File: config.mk
export PLATFORM = sky130hd
export DESIGN_NAME = axi_mem_fifo
export DESIGN_NICKNAME = d
export VERILOG_FILES = /design/src/axi_mem_pkg.sv /design/src/axi_mem_fifo.sv
export SDC_FILE = /design/constraint.sdc
export NUM_CORES = 1
export LEC_CHECK = 0
export BUFFER_PORTS_ARGS = -buffer_cell sky130_fd_sc_hd__clkbuf_2
export CAP_MARGIN = 20
export CORE_MARGIN = 5
export CORE_UTILIZATION = 35
export DETAILED_ROUTE_END_ITERATION = 10
export MAX_ROUTING_LAYER = met4
export PLACE_DENSITY = 0.56
export RECOVER_POWER = 25
export SETUP_SLACK_MARGIN = 0.3
export SYNTH_ARGS = -nofsm -noshare
export SYNTH_HDL_FRONTEND = slang
export SYNTH_SLANG_ARGS = --single-unit
File: constraint.sdc
create_clock -name clk_i -period 10.6 [get_ports clk_i]
set_clock_uncertainty 0.15 [all_clocks]
set_input_delay 2.12 -clock clk_i [delete_from_list [all_inputs] [get_ports clk_i]]
set_output_delay 2.12 -clock clk_i [all_outputs]
set_load 0.005 [all_outputs]
File: src/axi_mem_pkg.sv
package axi_mem_pkg;

  // ************************************************************
  // Widths and sizes
  // ************************************************************
  localparam int ID_W        = 4;
  localparam int ADDR_W      = 16;
  localparam int DATA_W      = 32;
  localparam int STRB_W      = DATA_W / 8;
  localparam int LEN_W       = 8;
  localparam int MEM_ELS     = 256;
  localparam int IDX_W       = $clog2(MEM_ELS);
  localparam int BYTE_OFFS_W = $clog2(STRB_W);

  // ************************************************************
  // Latencies and fill pattern
  // ************************************************************
  localparam int WR_DELAY   = 2;
  localparam int RD_DELAY   = 2;
  localparam int WR_DLY_MAX = (WR_DELAY > 0) ? WR_DELAY - 1 : 0;
  localparam int RD_DLY_MAX = (RD_DELAY > 0) ? RD_DELAY - 1 : 0;
  // One spare bit keeps both counters at least one bit wide
  localparam int WR_DLY_W   = $clog2(WR_DELAY + 2);
  localparam int RD_DLY_W   = $clog2(RD_DELAY + 2);

  // Write beat queue
  localparam int FIFO_DEPTH = WR_DELAY + 1;
  localparam int FIFO_PTR_W = (FIFO_DEPTH > 1) ? $clog2(FIFO_DEPTH) : 1;
  localparam int FIFO_CNT_W = $clog2(FIFO_DEPTH + 1);

  localparam logic [DATA_W-1:0] INIT_DATA = 32'hdeadbeef;
  localparam logic [1:0]        RESP_OKAY = 2'b00;

  // ************************************************************
  // Channel types
  // ************************************************************
  typedef enum logic [1:0] {
    BURST_FIXED = 2'd0,
    BURST_INCR  = 2'd1,
    BURST_WRAP  = 2'd2
  } burst_e;

  // Shared by AW and AR, len is beat count minus 1
  typedef struct packed {
    logic [ID_W-1:0]   id;
    logic [ADDR_W-1:0] addr;
    logic [LEN_W-1:0]  len;
    burst_e            burst;
  } ax_req_t;

  typedef struct packed {
    logic [DATA_W-1:0] data;
    logic [STRB_W-1:0] strb;
  } w_beat_t;

  typedef struct packed {
    logic [ID_W-1:0] id;
    logic [1:0]      resp;
  } b_resp_t;

  typedef struct packed {
    logic [ID_W-1:0]   id;
    logic [DATA_W-1:0] data;
    logic [1:0]        resp;
    logic              last;
  } r_beat_t;

endpackage
File: src/axi_mem_fifo.sv
`timescale 1ns/1ps

module axi_mem_fifo (
  input  logic                 clk_i,
  input  logic                 reset_i,
  input  axi_mem_pkg::w_beat_t data_i,
  input  logic                 valid_i,
  output logic                 ready_o,
  output axi_mem_pkg::w_beat_t data_o,
  output logic                 valid_o,
  input  logic                 ready_i
);
  import axi_mem_pkg::*;

  w_beat_t               mem [FIFO_DEPTH];
  logic [FIFO_PTR_W-1:0] wr_ptr_r;
  logic [FIFO_PTR_W-1:0] rd_ptr_r;
  logic [FIFO_CNT_W-1:0] count_r;
  logic                  push;
  logic                  pop;

  assign ready_o = (count_r != FIFO_CNT_W'(FIFO_DEPTH));
  assign valid_o = (count_r != '0);
  assign data_o  = mem[rd_ptr_r];
  assign push    = valid_i && ready_o;
  assign pop     = valid_o && ready_i;

  always_ff @(posedge clk_i) begin
    if (push) begin
      mem[wr_ptr_r] <= data_i;
    end
  end

  always_ff @(posedge clk_i) begin
    if (reset_i) begin
      wr_ptr_r <= '0;
      rd_ptr_r <= '0;
      count_r  <= '0;
    end else begin
      if (push) begin
        wr_ptr_r <= (wr_ptr_r == FIFO_PTR_W'(FIFO_DEPTH - 1)) ? '0 : wr_ptr_r + 1'b1;
      end
      if (pop) begin
        rd_ptr_r <= (rd_ptr_r == FIFO_PTR_W'(FIFO_DEPTH - 1)) ? '0 : rd_ptr_r + 1'b1;
      end
      // Push and pop together leave the count alone
      if (push && !pop) begin
        count_r <= count_r + 1'b1;
      end else if (pop && !push) begin
        count_r <= count_r - 1'b1;
      end
    end
  end

  // Occupancy agrees with the distance between the pointers
  a_count_ptrs: assert property (@(posedge clk_i) disable iff (reset_i)
    (int'(count_r) % FIFO_DEPTH) ==
      ((int'(wr_ptr_r) + FIFO_DEPTH - int'(rd_ptr_r)) % FIFO_DEPTH))
    else $error("write queue count out of step with its pointers");

endmodule

==> key figures, run 1 <==
Outcome
  – Status: completed

Floorplan
  – Die X: between 100 and 150 um
  – Initial Util: 0.359
  – Die footprint: 0.0147 mm^2
  – Die height: 121 um
  – CORE AREA: roughly 0.012 mm^2
  – Num rows: 40
  – # IOs: slightly below 80

Worst setup path
  – Worst Path Required: 8.33 ns
  – CP cell instances: buf_4 -> nand2_1 -> o21ai_1 -> clkbuf_2
  – CP max-delay cell: dfxtp_2
  – Worst-path fanout max: 44
  – Critical Path End Type: output pin
  – CP Class: register to output pin
  – Arrival @ worst endpoint: 1.91 ns
  – Max stage delay on crit path: 0.63 ns
  – Startpoint types: register

Global routing
  – Total gr overflow: 0
  – Largest net degree at the start of global routing: 45
  – GRT Overall Usage: 0.118
  – First-pass GRT wire length: 12,600 um
  – Initial antenna violation count: 1
  – Vias in the first global route: between 2,000 and 2,500

Power and ir drop
  – Total power: 1.27 mW
  – Leakage: 1.84 nW
  – Worst VDD drop: 0.0922 mV
  – P per Cell Area: 236 mW/mm^2

Clock network
  – Max Buffers Root-to-Sink: 2
  – Hold Buf Count CTS: 0
  – # clock sinks: 116
  – CTS tree: done
  – Reg clk slew, reported paths: 0.05 ns
  – Clk root buf: clkbuf_16
  – PostCTS Resize Cnt: 0
  – Clock insertion delay at the later pin of the skew report: 0.40 ns
  – Setup Buffers After CTS: 0
  – Number of CTS-inserted buffers: 17
  – Htree depth: 4

STA
  – Slew Viols, Final: 0
  – Crit path time final: 4.18 ns
  – Final setup violation count: 0
  – RSZ-0062 raised after global routing: no
  – Fin. Hold Viols: 0
  – Fmax: around 240 MHz
  – Fin crit share: 0.394
  – Least-Margin Pin Slew: between 0.8 and 0.9 ns
  – Setup TNS: 0 ns
  – Max_slew headroom: 0.421

Yosys
  – Yosys reg bits: 116
  – Synth area leaders: edfxtp_1, mux2i_1, o21ai_1, dfxtp_1, nand2_1
  – Area share of the largest cell type after synthesis: 0.749
  – Seq/Total Area, Yosys: 0.786
  – Post-Syn Nets: roughly 300
  – Synth Warn #: 0
  – Mapped Area: around 0.0043 mm^2
  – Gate Count Post-Synth: 262
  – Mapped Avg Cell Area: 16.5 um^2
  – Cell taking the most area after synthesis: edfxtp_1
  – Synth cell types: 25

Layout
  – NumNets Final: 391
  – Fillers: 1,098
  – Seq. cell area: 0.00341 mm^2
  – Synth-to-layout area growth: 24.6%
  – Share of layout cells above drive strength 1: 0.246
  – Footprint of the multi-input gates: 858 um^2
  – Fin area: roughly 0.0054 mm^2

Route
  – Routed Antenna Nets: 0
  – Initial DRC Count: ~160
  – Routed wire per std cell: roughly 15 um
  – Top Metal Used: met4
  – DRC violations left: 0
  – Routed WL: 7760 um
  – DR WL met3: 461 um
  – Routed wl met2: 3810 um
  – DR vias: 2,326
  – Met1 wire length: between 3000 and 4000 um
  – Vias per cell: 4.38
  – Pre-antenna DRT Iters: 4

Worst hold path
  – Worst min-delay path class: register to register

Placed design
  – Dpl hpwl: 4980 um
  – Routability cong.: 0.705
  – Area after DPL: 0.00491 mm^2
  – Count of input and output buffers: between 70 and 80

Run
  – Max Cap Viol: 0
state kept, by name (all words and copies together), names as in the netlist, named ones only:
name / flops
count_r: 2
rd_ptr_r: 2
wr_ptr_r: 2
mem: 108
worst max-delay path: cells and delay by family, from the launching register on:
family	cells	cell delay, ns
buffers and inverters	2	0.63
and+or+nand+nor	1	0.10
DFF	1	0.63
AOI/OAI and AO/OA	1	0.13
power breakdown:
part / leakage, nW / switching, mW / internal (mW)
sequential: 1.06 / 0.0298 / 0.549
clock: 0.251 / 0.175 / 0.315
combinational: 0.522 / 0.107 / 0.0979
total: 1.84 / 0.312 / 0.963
layout make-up:
type / count / share of cell area
multi-input combinational: 132 / 0.159
antenna: 1 / 0.000464
timing repair buffer: 81 / 0.0740
clock buffer: 23 / 0.0831
inverter: 2 / 0.00139
sequential: 116 / 0.632
tap: 168 / 0.0390
clock inverter: 8 / 0.0114
Yosys cell counts:
| cell | number |
|---|---|
| and2_1 | 1 |
| nor3b_2 | 1 |
| edfxtp_1 | 108 |
| nor3b_1 | 1 |
| nor2_1 | 1 |
| nand2_1 | 40 |
| o21ai_1 | 36 |
| o21ai_2 | 1 |
| buf_6 | 3 |
| a21oi_1 | 3 |
| o21ai_0 | 1 |
| or3_4 | 1 |
| inv_1 | 2 |
| or2_1 | 1 |
| xor2_1 | 2 |
| or3_1 | 2 |
| o21ba_1 | 1 |
| a21bo_2 | 1 |
| a21oi_2 | 1 |
| mux2i_1 | 36 |
| clkbuf_1 | 7 |
| dfxtp_1 | 8 |
| buf_2 | 2 |
| or3b_1 | 1 |
| ha_1 | 1 |
logic make-up after synthesis:
kind of cell,after synthesis,share of synthesized area
buf+inv,14,0.0179
xor+xnor,2,0.00405
mux,36,0.0833
fa+ha+maj,1,0.00289
flops,116,0.786
simple gates,49,0.0506
compound gates,44,0.0549
final timing paths:
kind	start	to	slack, ns	cells past startpoint
worst max register to register	count_r[0]$_SDFFE_PP0P_	mem[1][26]$_DFFE_PP_	8.26	3
worst max-delay path	register	data_o[0]	6.42	4
worst min register to register	rd_ptr_r[0]$_SDFFE_PP0P_	register	0.34	2
worst min-delay path	rd_ptr_r[0]$_SDFFE_PP0P_	register	0.34	2
stage by stage:
stage | setup WS [ns] | instances | utilization | hold slack (ns)
after floorplan | 4.92 | 262 | - | 0.296
after global placement | 6.39 | 498 | 0.405 | 0.306
after detailed placement | 6.37 | 499 | 0.407 | 0.326
after CTS | 6.34 | 530 | 0.449 | 0.339
after global routing | 6.24 | 531 | 0.447 | 0.386
final | 6.42 | 531 | 0.447 | 0.336
per-layer routing:
metal | vias up | global-route usage
met2 | 59 | 0.189
met4 | 0 | 0.0420
met1 | 1098 | 0.132
met5 | - | -
li1 | 1161 | -
met3 | 8 | 0.0499
cells in the final DEF (no fill, tap or decap), types with 2 or more instances in the layout:
master,instances
nand2_1,40
or3_1,2
clkbuf_2,54
edfxtp_1,108
clkinv_1,3
a21oi_1,3
buf_4,3
clkinv_2,4
clkbuf_1,29
clkbuf_16,17
dfxtp_2,2
dfxtp_1,6
mux2i_1,36
o21ai_1,36
xor2_1,2
(Power assumes the default switching activity.)
==> run 2: changes to the inputs <==
Settings changed: ABC_AREA set to 1, PLACE_DENSITY 0.56 to 0.58.
Clock period 10.6 ns to 3.8 ns, I/O delays scaled along.
==> key figures, run 2 <==
Global routing
  – Vias in the first global route: 2,769 (+11%)
  – First-pass GRT wire length: 14,100 um (+12%)
  – Largest net degree at the start of global routing: 38 (-16%)
  – Initial antenna violation count: 0 (-1)
  – GRT Overall Usage: 0.131 (+0.0129)
  – Total gr overflow: 0 (unchanged)

Layout
  – Post-Layout Cell Count: 587 (+11%)
  – Most frequent cells in the layout: edfxtp_1, a21oi_1, clkbuf_2
  – Synth-to-layout area growth: 22.7%
  – Footprint of the multi-input gates: 920 um^2 (+7.1%)
  – Max reg flops: 108 (unchanged)
  – Fin area: 0.00557 mm^2 (+3.4%)
  – Share of layout cells above drive strength 1: 0.318 (+0.0722)
  – NumNets Final: 443 (+13%)
  – Antenna Cells: 0 (-1)
  – Seq. cell area: 0.00341 mm^2 (unchanged)
  – Biggest register: mem
  – Commonest non-fill, non-tap cell in the layout: edfxtp_1
  – Fillers: 1,167 (+6.3%)

Placed design
  – Routability cong.: 0.699 (-0.78%)
  – Area after DPL: 0.00501 mm^2 (+2.0%)
  – Count of input and output buffers: 77 (unchanged)
  – Placed Instances: 555 (+11%)
  – Dpl hpwl: 5300 um (+6.4%)

Power and ir drop
  – P per Cell Area: 682 mW/mm^2 (+190%)
  – Leakage: 2.04 nW (+11%)
  – Worst VDD drop: 0.301 mV (+230%)
  – Total power: 3.80 mW (+200%)

Clock network
  – Max Buffers Root-to-Sink: 2 (unchanged)
  – Reg clk slew, reported paths: 0.05 ns (about the same)
  – CTS tree: done
  – Setup Buffers After CTS: 0 (unchanged)
  – Clk root buf: clkbuf_16
  – Hold Buf Count CTS: 0 (unchanged)
  – Htree depth: 4 (unchanged)
  – Clock insertion delay at the later pin of the skew report: 0.41 ns (about the same)
  – # clock sinks: 116 (unchanged)
  – Number of CTS-inserted buffers: 17 (unchanged)
  – PostCTS Resize Cnt: 0 (unchanged)

Yosys
  – Gate Count Post-Synth: 319 (+22%)
  – Async set or reset register ratio after synthesis: 0 (unchanged)
  – Synth area leaders: edfxtp_1, a21oi_1, a21oi_2, dfxtp_1, nor2_1
  – Mapped Avg Cell Area: 14.2 um^2 (-14%)
  – Ys flop type: edfxtp_1
  – Count leader, synth: edfxtp_1
  – Post-synth EDFFs: 108 (unchanged)
  – Most common library cells after synthesis: edfxtp_1, a21oi_1, nor2_1
  – Seq/Total Area, Yosys: 0.749 (-0.0370)
  – Area share of the largest cell type after synthesis: 0.714 (-0.0353)
  – Synth Warn #: 0 (unchanged)
  – Mapped Area: 0.00454 mm^2 (+4.9%)
  – Cell taking the most area after synthesis: edfxtp_1
  – Yosys reg bits: 116 (unchanged)
  – Synth cell types: 22 (-12%)
  – Post-Syn Nets: 360 (+19%)

STA
  – Hold WS: 0.320 ns (-0.0162 ns)
  – Fin. Hold Viols: 0 (unchanged)
  – Final setup violation count: 0 (unchanged)
  – Slew Viols, Final: 0 (unchanged)
  – Crit path time final: ~2.9 ns
  – Least-Margin Pin Slew: 0.924 ns (+0.0558 ns)
  – Fmax: approximately 350 MHz
  – Fin crit share: 0.758
  – Max_slew headroom: 0.384 (-0.0366)
  – Setup TNS: 0 ns (unchanged)
  – RSZ-0062 raised after global routing: no

Floorplan
  – Die X: 124 um (+2.2%)
  – Num rows: 41 (+2.5%)
  – Die footprint: 0.0154 mm^2 (+4.5%)
  – CORE AREA: 0.0127 mm^2 (+5.1%)
  – Initial Util: 0.358 (-0.000370)
  – Die height: 124 um (+2.2%)
  – # IOs: 78 (unchanged)

Worst hold path
  – Worst min-delay path class: register to register

Worst setup path
  – Worst Path Required: 2.89 ns (-5.44 ns)
  – Critical Path End Type: output pin
  – CP Class: register to output pin
  – Arrival @ worst endpoint: 1.97 ns (+0.06 ns)
  – Worst-path fanout max: 37 (-16%)
  – Startpoint types: register

Outcome
  – Status: completed

Route
  – DR vias: 2,669 (+15%)
  – Routed Antenna Nets: 0 (unchanged)
  – DRC violations left: 0 (unchanged)
  – Vias per cell: 4.55 (+3.8%)
  – Initial DRC Count: 158 (+0.64%)
  – Pre-antenna DRT Iters: 4 (unchanged)
  – Routed WL: 9170 um (+18%)
  – Routed wire per std cell: 15.6 um (+6.9%)

Run
  – Max Cap Viol: 0 (unchanged)
## run 2: changes by cell type after synthesis, sizes merged, moves of 3 or more
cell    delta
a21oi     +71
nor2      +40
o21ai     -37
mux2i     -36
inv       +13
nand2      +9
buf        +8
clkbuf     -6
nand4      +3
or3        -3
## run 2: power breakdown
part	switching [mW]	internal, mW	leakage (nW)	total, mW
Combinational	0.360	0.246	0.689	0.605
Clock	0.512	1.08	0.291	1.59
Sequential	0.0953	1.51	1.06	1.60
## run 2: layout make-up
class	count	area share
clock inverter	14	0.0299
clock buffer	18	0.0770
tap	172	0.0386
timing repair buffer	78	0.0653
inverter	15	0.0132
multi-input combinational	174	0.165
sequential	116	0.611
## run 2: per-layer routing
layer | vias up | part of all wire | wire length [um] | GRT usage
li1 | 1313 | - | - | -
met1 | 1262 | 0.43 | 3990 | 0.154
met2 | 82 | 0.49 | 4510 | 0.205
met3 | 12 | 0.057 | 521 | 0.0418
met4 | 0 | 0.016 | 148 | 0.0595
met5 | - | 0 | 0 | -
## run 2: final timing paths
path                            startpoint  slack, ns  cells past startpoint                       end
setup / recovery                  register       0.92                      4                 data_o[5]
hold / removal    wr_ptr_r[1]$_SDFFE_PP0P_       0.32                      2  wr_ptr_r[1]$_SDFFE_PP0P_
setup reg to reg   count_r[0]$_SDFFE_PP0P_       1.98                      3      mem[0][29]$_DFFE_PP_
hold reg to reg   wr_ptr_r[1]$_SDFFE_PP0P_       0.32                      2  wr_ptr_r[1]$_SDFFE_PP0P_
## run 2: kinds of logic after synthesis
logic type / after synthesis / synth area share
AND/OR/NAND/NOR: 95 / 0.0934
adder cells (fa/ha/maj): 1 / 0.00275
buffers and inverters: 29 / 0.0507
flip-flops: 116 / 0.749
AO/OA/AOI/OAI: 78 / 0.104
## run 2: critical path, cell delays in order, from the launching register on
cell and delay [ns]:
dfxtp_2 0.89, inv_6 0.28, nor2_1 0.21, a21oi_2 0.05
clkbuf_2 0.12
## run 2: per-stage QoR
stage           util  worst slack, ns
2_1_floorplan      -            0.992
3_3_place_gp   0.395             1.30
3_5_place_dp   0.395             1.31
4_1_cts        0.442            0.857
5_1_grt        0.440            0.735
6_report       0.440            0.921
==> run 3: changes to the inputs <==
Settings changed: PLACE_DENSITY 0.58 to 0.56.
Clock period 3.8 ns to 2.9 ns, I/O delays scaled along.
==> key figures, run 3 (synthesis results as in run 2) <==
Clock network
  – Max Buffers Root-to-Sink: 2 (unchanged)
  – Clk root buf: clkbuf_16
  – Setup Buffers After CTS: 0 (unchanged)
  – Reg clk slew, reported paths: 0.05 ns (about the same)
  – CTS tree: done
  – Clock insertion delay at the later pin of the skew report: 0.40 ns (about the same)
  – Number of CTS-inserted buffers: 17 (unchanged)
  – Htree depth: 4 (unchanged)
  – # clock sinks: 116 (unchanged)

Worst hold path
  – Min-delay src: reset_i
  – Worst min-delay path class: input pin to register
  – Hold Path Stages: 2 (unchanged)
  – End point of the worst hold path: wr_ptr_r[0]$_SDFFE_PP0P_

Floorplan
  – Die X: 124 um (unchanged)
  – # IOs: 78 (unchanged)
  – Die footprint: 0.0154 mm^2 (unchanged)
  – Die height: 124 um (unchanged)
  – Num rows: 41 (unchanged)
  – Initial Util: 0.358 (unchanged)
  – CORE AREA: 0.0127 mm^2 (unchanged)

Route
  – Vias per cell: 4.53 (-0.40%)
  – Routed wire per std cell: 15.5 um (-1.0%)
  – DR vias: 2,672 (+0.11%)
  – Routed Antenna Nets: 0 (unchanged)
  – Pre-antenna DRT Iters: 5 (+1)
  – DRC violations left: 0 (unchanged)
  – Routed WL: 9130 um (-0.53%)
  – Initial DRC Count: 168 (+6.3%)

Worst setup path
  – CP Class: register to output pin
  – R2R cell count: 4 (+1)
  – Startpoint types: register
  – Worst Path Required: 2.17 ns (-0.72 ns)
  – Worst-path fanout max: 27 (-27%)
  – Worst R2R End: mem[1][7]$_DFFE_PP_
  – Worst reg-to-reg setup slack: 1.09 ns (-0.89 ns)
  – CP cell instances: buf_4 -> a21oi_1 -> a21oi_2 -> clkbuf_2
  – Max stage delay on crit path: 0.58 ns (-0.31 ns)
  – Reg2reg start: count_r[0]$_SDFFE_PP0P_
  – Critical Path End Type: output pin
  – CP max-delay cell: dfxtp_4
  – Arrival @ worst endpoint: 1.62 ns (-0.35 ns)

Power and ir drop
  – Leakage: 2.05 nW (+0.39%)
  – P per Cell Area: 876 mW/mm^2 (+29%)
  – Worst VDD drop: 0.435 mV (+45%)
  – Total power: 4.90 mW (+29%)

Global routing
  – Busiest grt layer: met2
  – GRT Overall Usage: 0.127 (-0.00319)
  – First-pass GRT wire length: 13,800 um (-1.6%)
  – Largest net degree at the start of global routing: 37 (-2.6%)
  – GR Util met1: 0.148 (-0.00619)
  – Vias in the first global route: 2,678 (-3.3%)
  – Initial antenna violation count: 0 (unchanged)
  – Total gr overflow: 0 (unchanged)
  – Met2 Usage GRT: 0.205 (-0.000338)
  – Met3 Use GR: 0.0454 (+0.00363)

Layout
  – Most frequent cells in the layout: edfxtp_1, a21oi_1, clkbuf_2
  – Share of layout cells above drive strength 1: 0.330 (+0.0121)
  – Commonest non-fill, non-tap cell in the layout: edfxtp_1
  – Max reg flops: 108 (unchanged)
  – Post-Layout Cell Count: 590 (+0.51%)
  – Footprint of the multi-input gates: 920 um^2 (unchanged)
  – Fillers: 1,180 (+1.1%)
  – Synth-to-layout area growth: 23.1%
  – Antenna Cells: 0 (unchanged)
  – Seq. cell area: 0.00341 mm^2 (+0.15%)
  – Biggest register: mem
  – NumNets Final: 448 (+1.1%)

STA
  – Least-Margin Pin Slew: 0.558 ns (-0.366 ns)
  – Fin crit share: 0.809
  – Slew Viols, Final: 0 (unchanged)
  – Setup TNS: 0 ns (unchanged)
  – Max_slew headroom: 0.628 (+0.244)
  – Fin. Hold Viols: 0 (unchanged)
  – RSZ-0062 raised after global routing: no
  – Fmax: between 400 and 500 MHz
  – Final setup violation count: 0 (unchanged)
  – Crit path time final: 2.35 ns

Run
  – Max Cap Viol: 0 (unchanged)

Outcome
  – Status: completed

Placed design
  – Count of input and output buffers: 77 (unchanged)
  – Placed Instances: 560 (+0.90%)
  – Dpl hpwl: 5680 um (+7.2%)
  – Routability cong.: 0.748 (+7.0%)
## run 3: cell types whose count changed in the layout (fill, tap and decap cells not counted), sizes merged
cell / delta
buf: +5
clkinv: -3
clkinvlp: +2
bufinv: -1
## run 3: area by class of cell
| cell class | instances | share of cell area |
|---|---|---|
| Clock buffer | 18 | 0.0768 |
| Clock inverter | 12 | 0.0251 |
| Tap cell | 172 | 0.0385 |
| Multi-Input combinational cell | 174 | 0.165 |
| Timing Repair Buffer | 83 | 0.0718 |
| Sequential cell | 116 | 0.610 |
| Inverter | 15 | 0.0132 |
## run 3: worst max-delay path by stage
stage                                     end  slack (ns)  cells after the start
after global placement             data_o[26]        0.73                      4
final                              data_o[26]        0.55                      4
after CTS                           data_o[0]        0.38                      4
after global routing               data_o[26]        0.44                      4
after floorplan           mem[2][0]$_DFFE_PP_        0.81                      2
after detailed placement           data_o[26]        0.71                      4
## run 3: through the flow
step / worst slack (ns) / cell area [um^2] / util / hold WS [ns]
2_1_floorplan: 0.806 / 4550 / - / 0.288
3_3_place_gp: 0.731 / 5040 / 0.398 / 0.301
3_5_place_dp: 0.708 / 5040 / 0.398 / 0.307
4_1_cts: 0.379 / 5620 / 0.443 / 0.205
5_1_grt: 0.443 / 5590 / 0.441 / 0.219
6_report: 0.555 / 5590 / 0.441 / 0.221
## run 3: metal layers
metal  vias up  routed length, um
met3         8                609
met5         -                  0
met4         0                 67
met1      1260               3860
li1       1324                  -
met2        80               4590
## run 3: where the power goes
group / switching [mW] / internal, mW
clock: 0.664 / 1.32
sequential: 0.0961 / 1.98
combinational: 0.502 / 0.335
total: 1.26 / 3.64
## run 3: repair_timing
| item | in CTS | in global routing |
|---|---|---|
| resized for setup | 1 | 1 |
| endpoints found under the setup margin | 3 | 1 |
| hold buffers | 0 | 0 |
## run 3: worst max-delay path: cells and delay by family, from the launching register on
family | cells | cell delay (ns)
buffers and inverters | 2 | 0.40
AO/OA/AOI/OAI | 2 | 0.23
flip-flops | 1 | 0.58
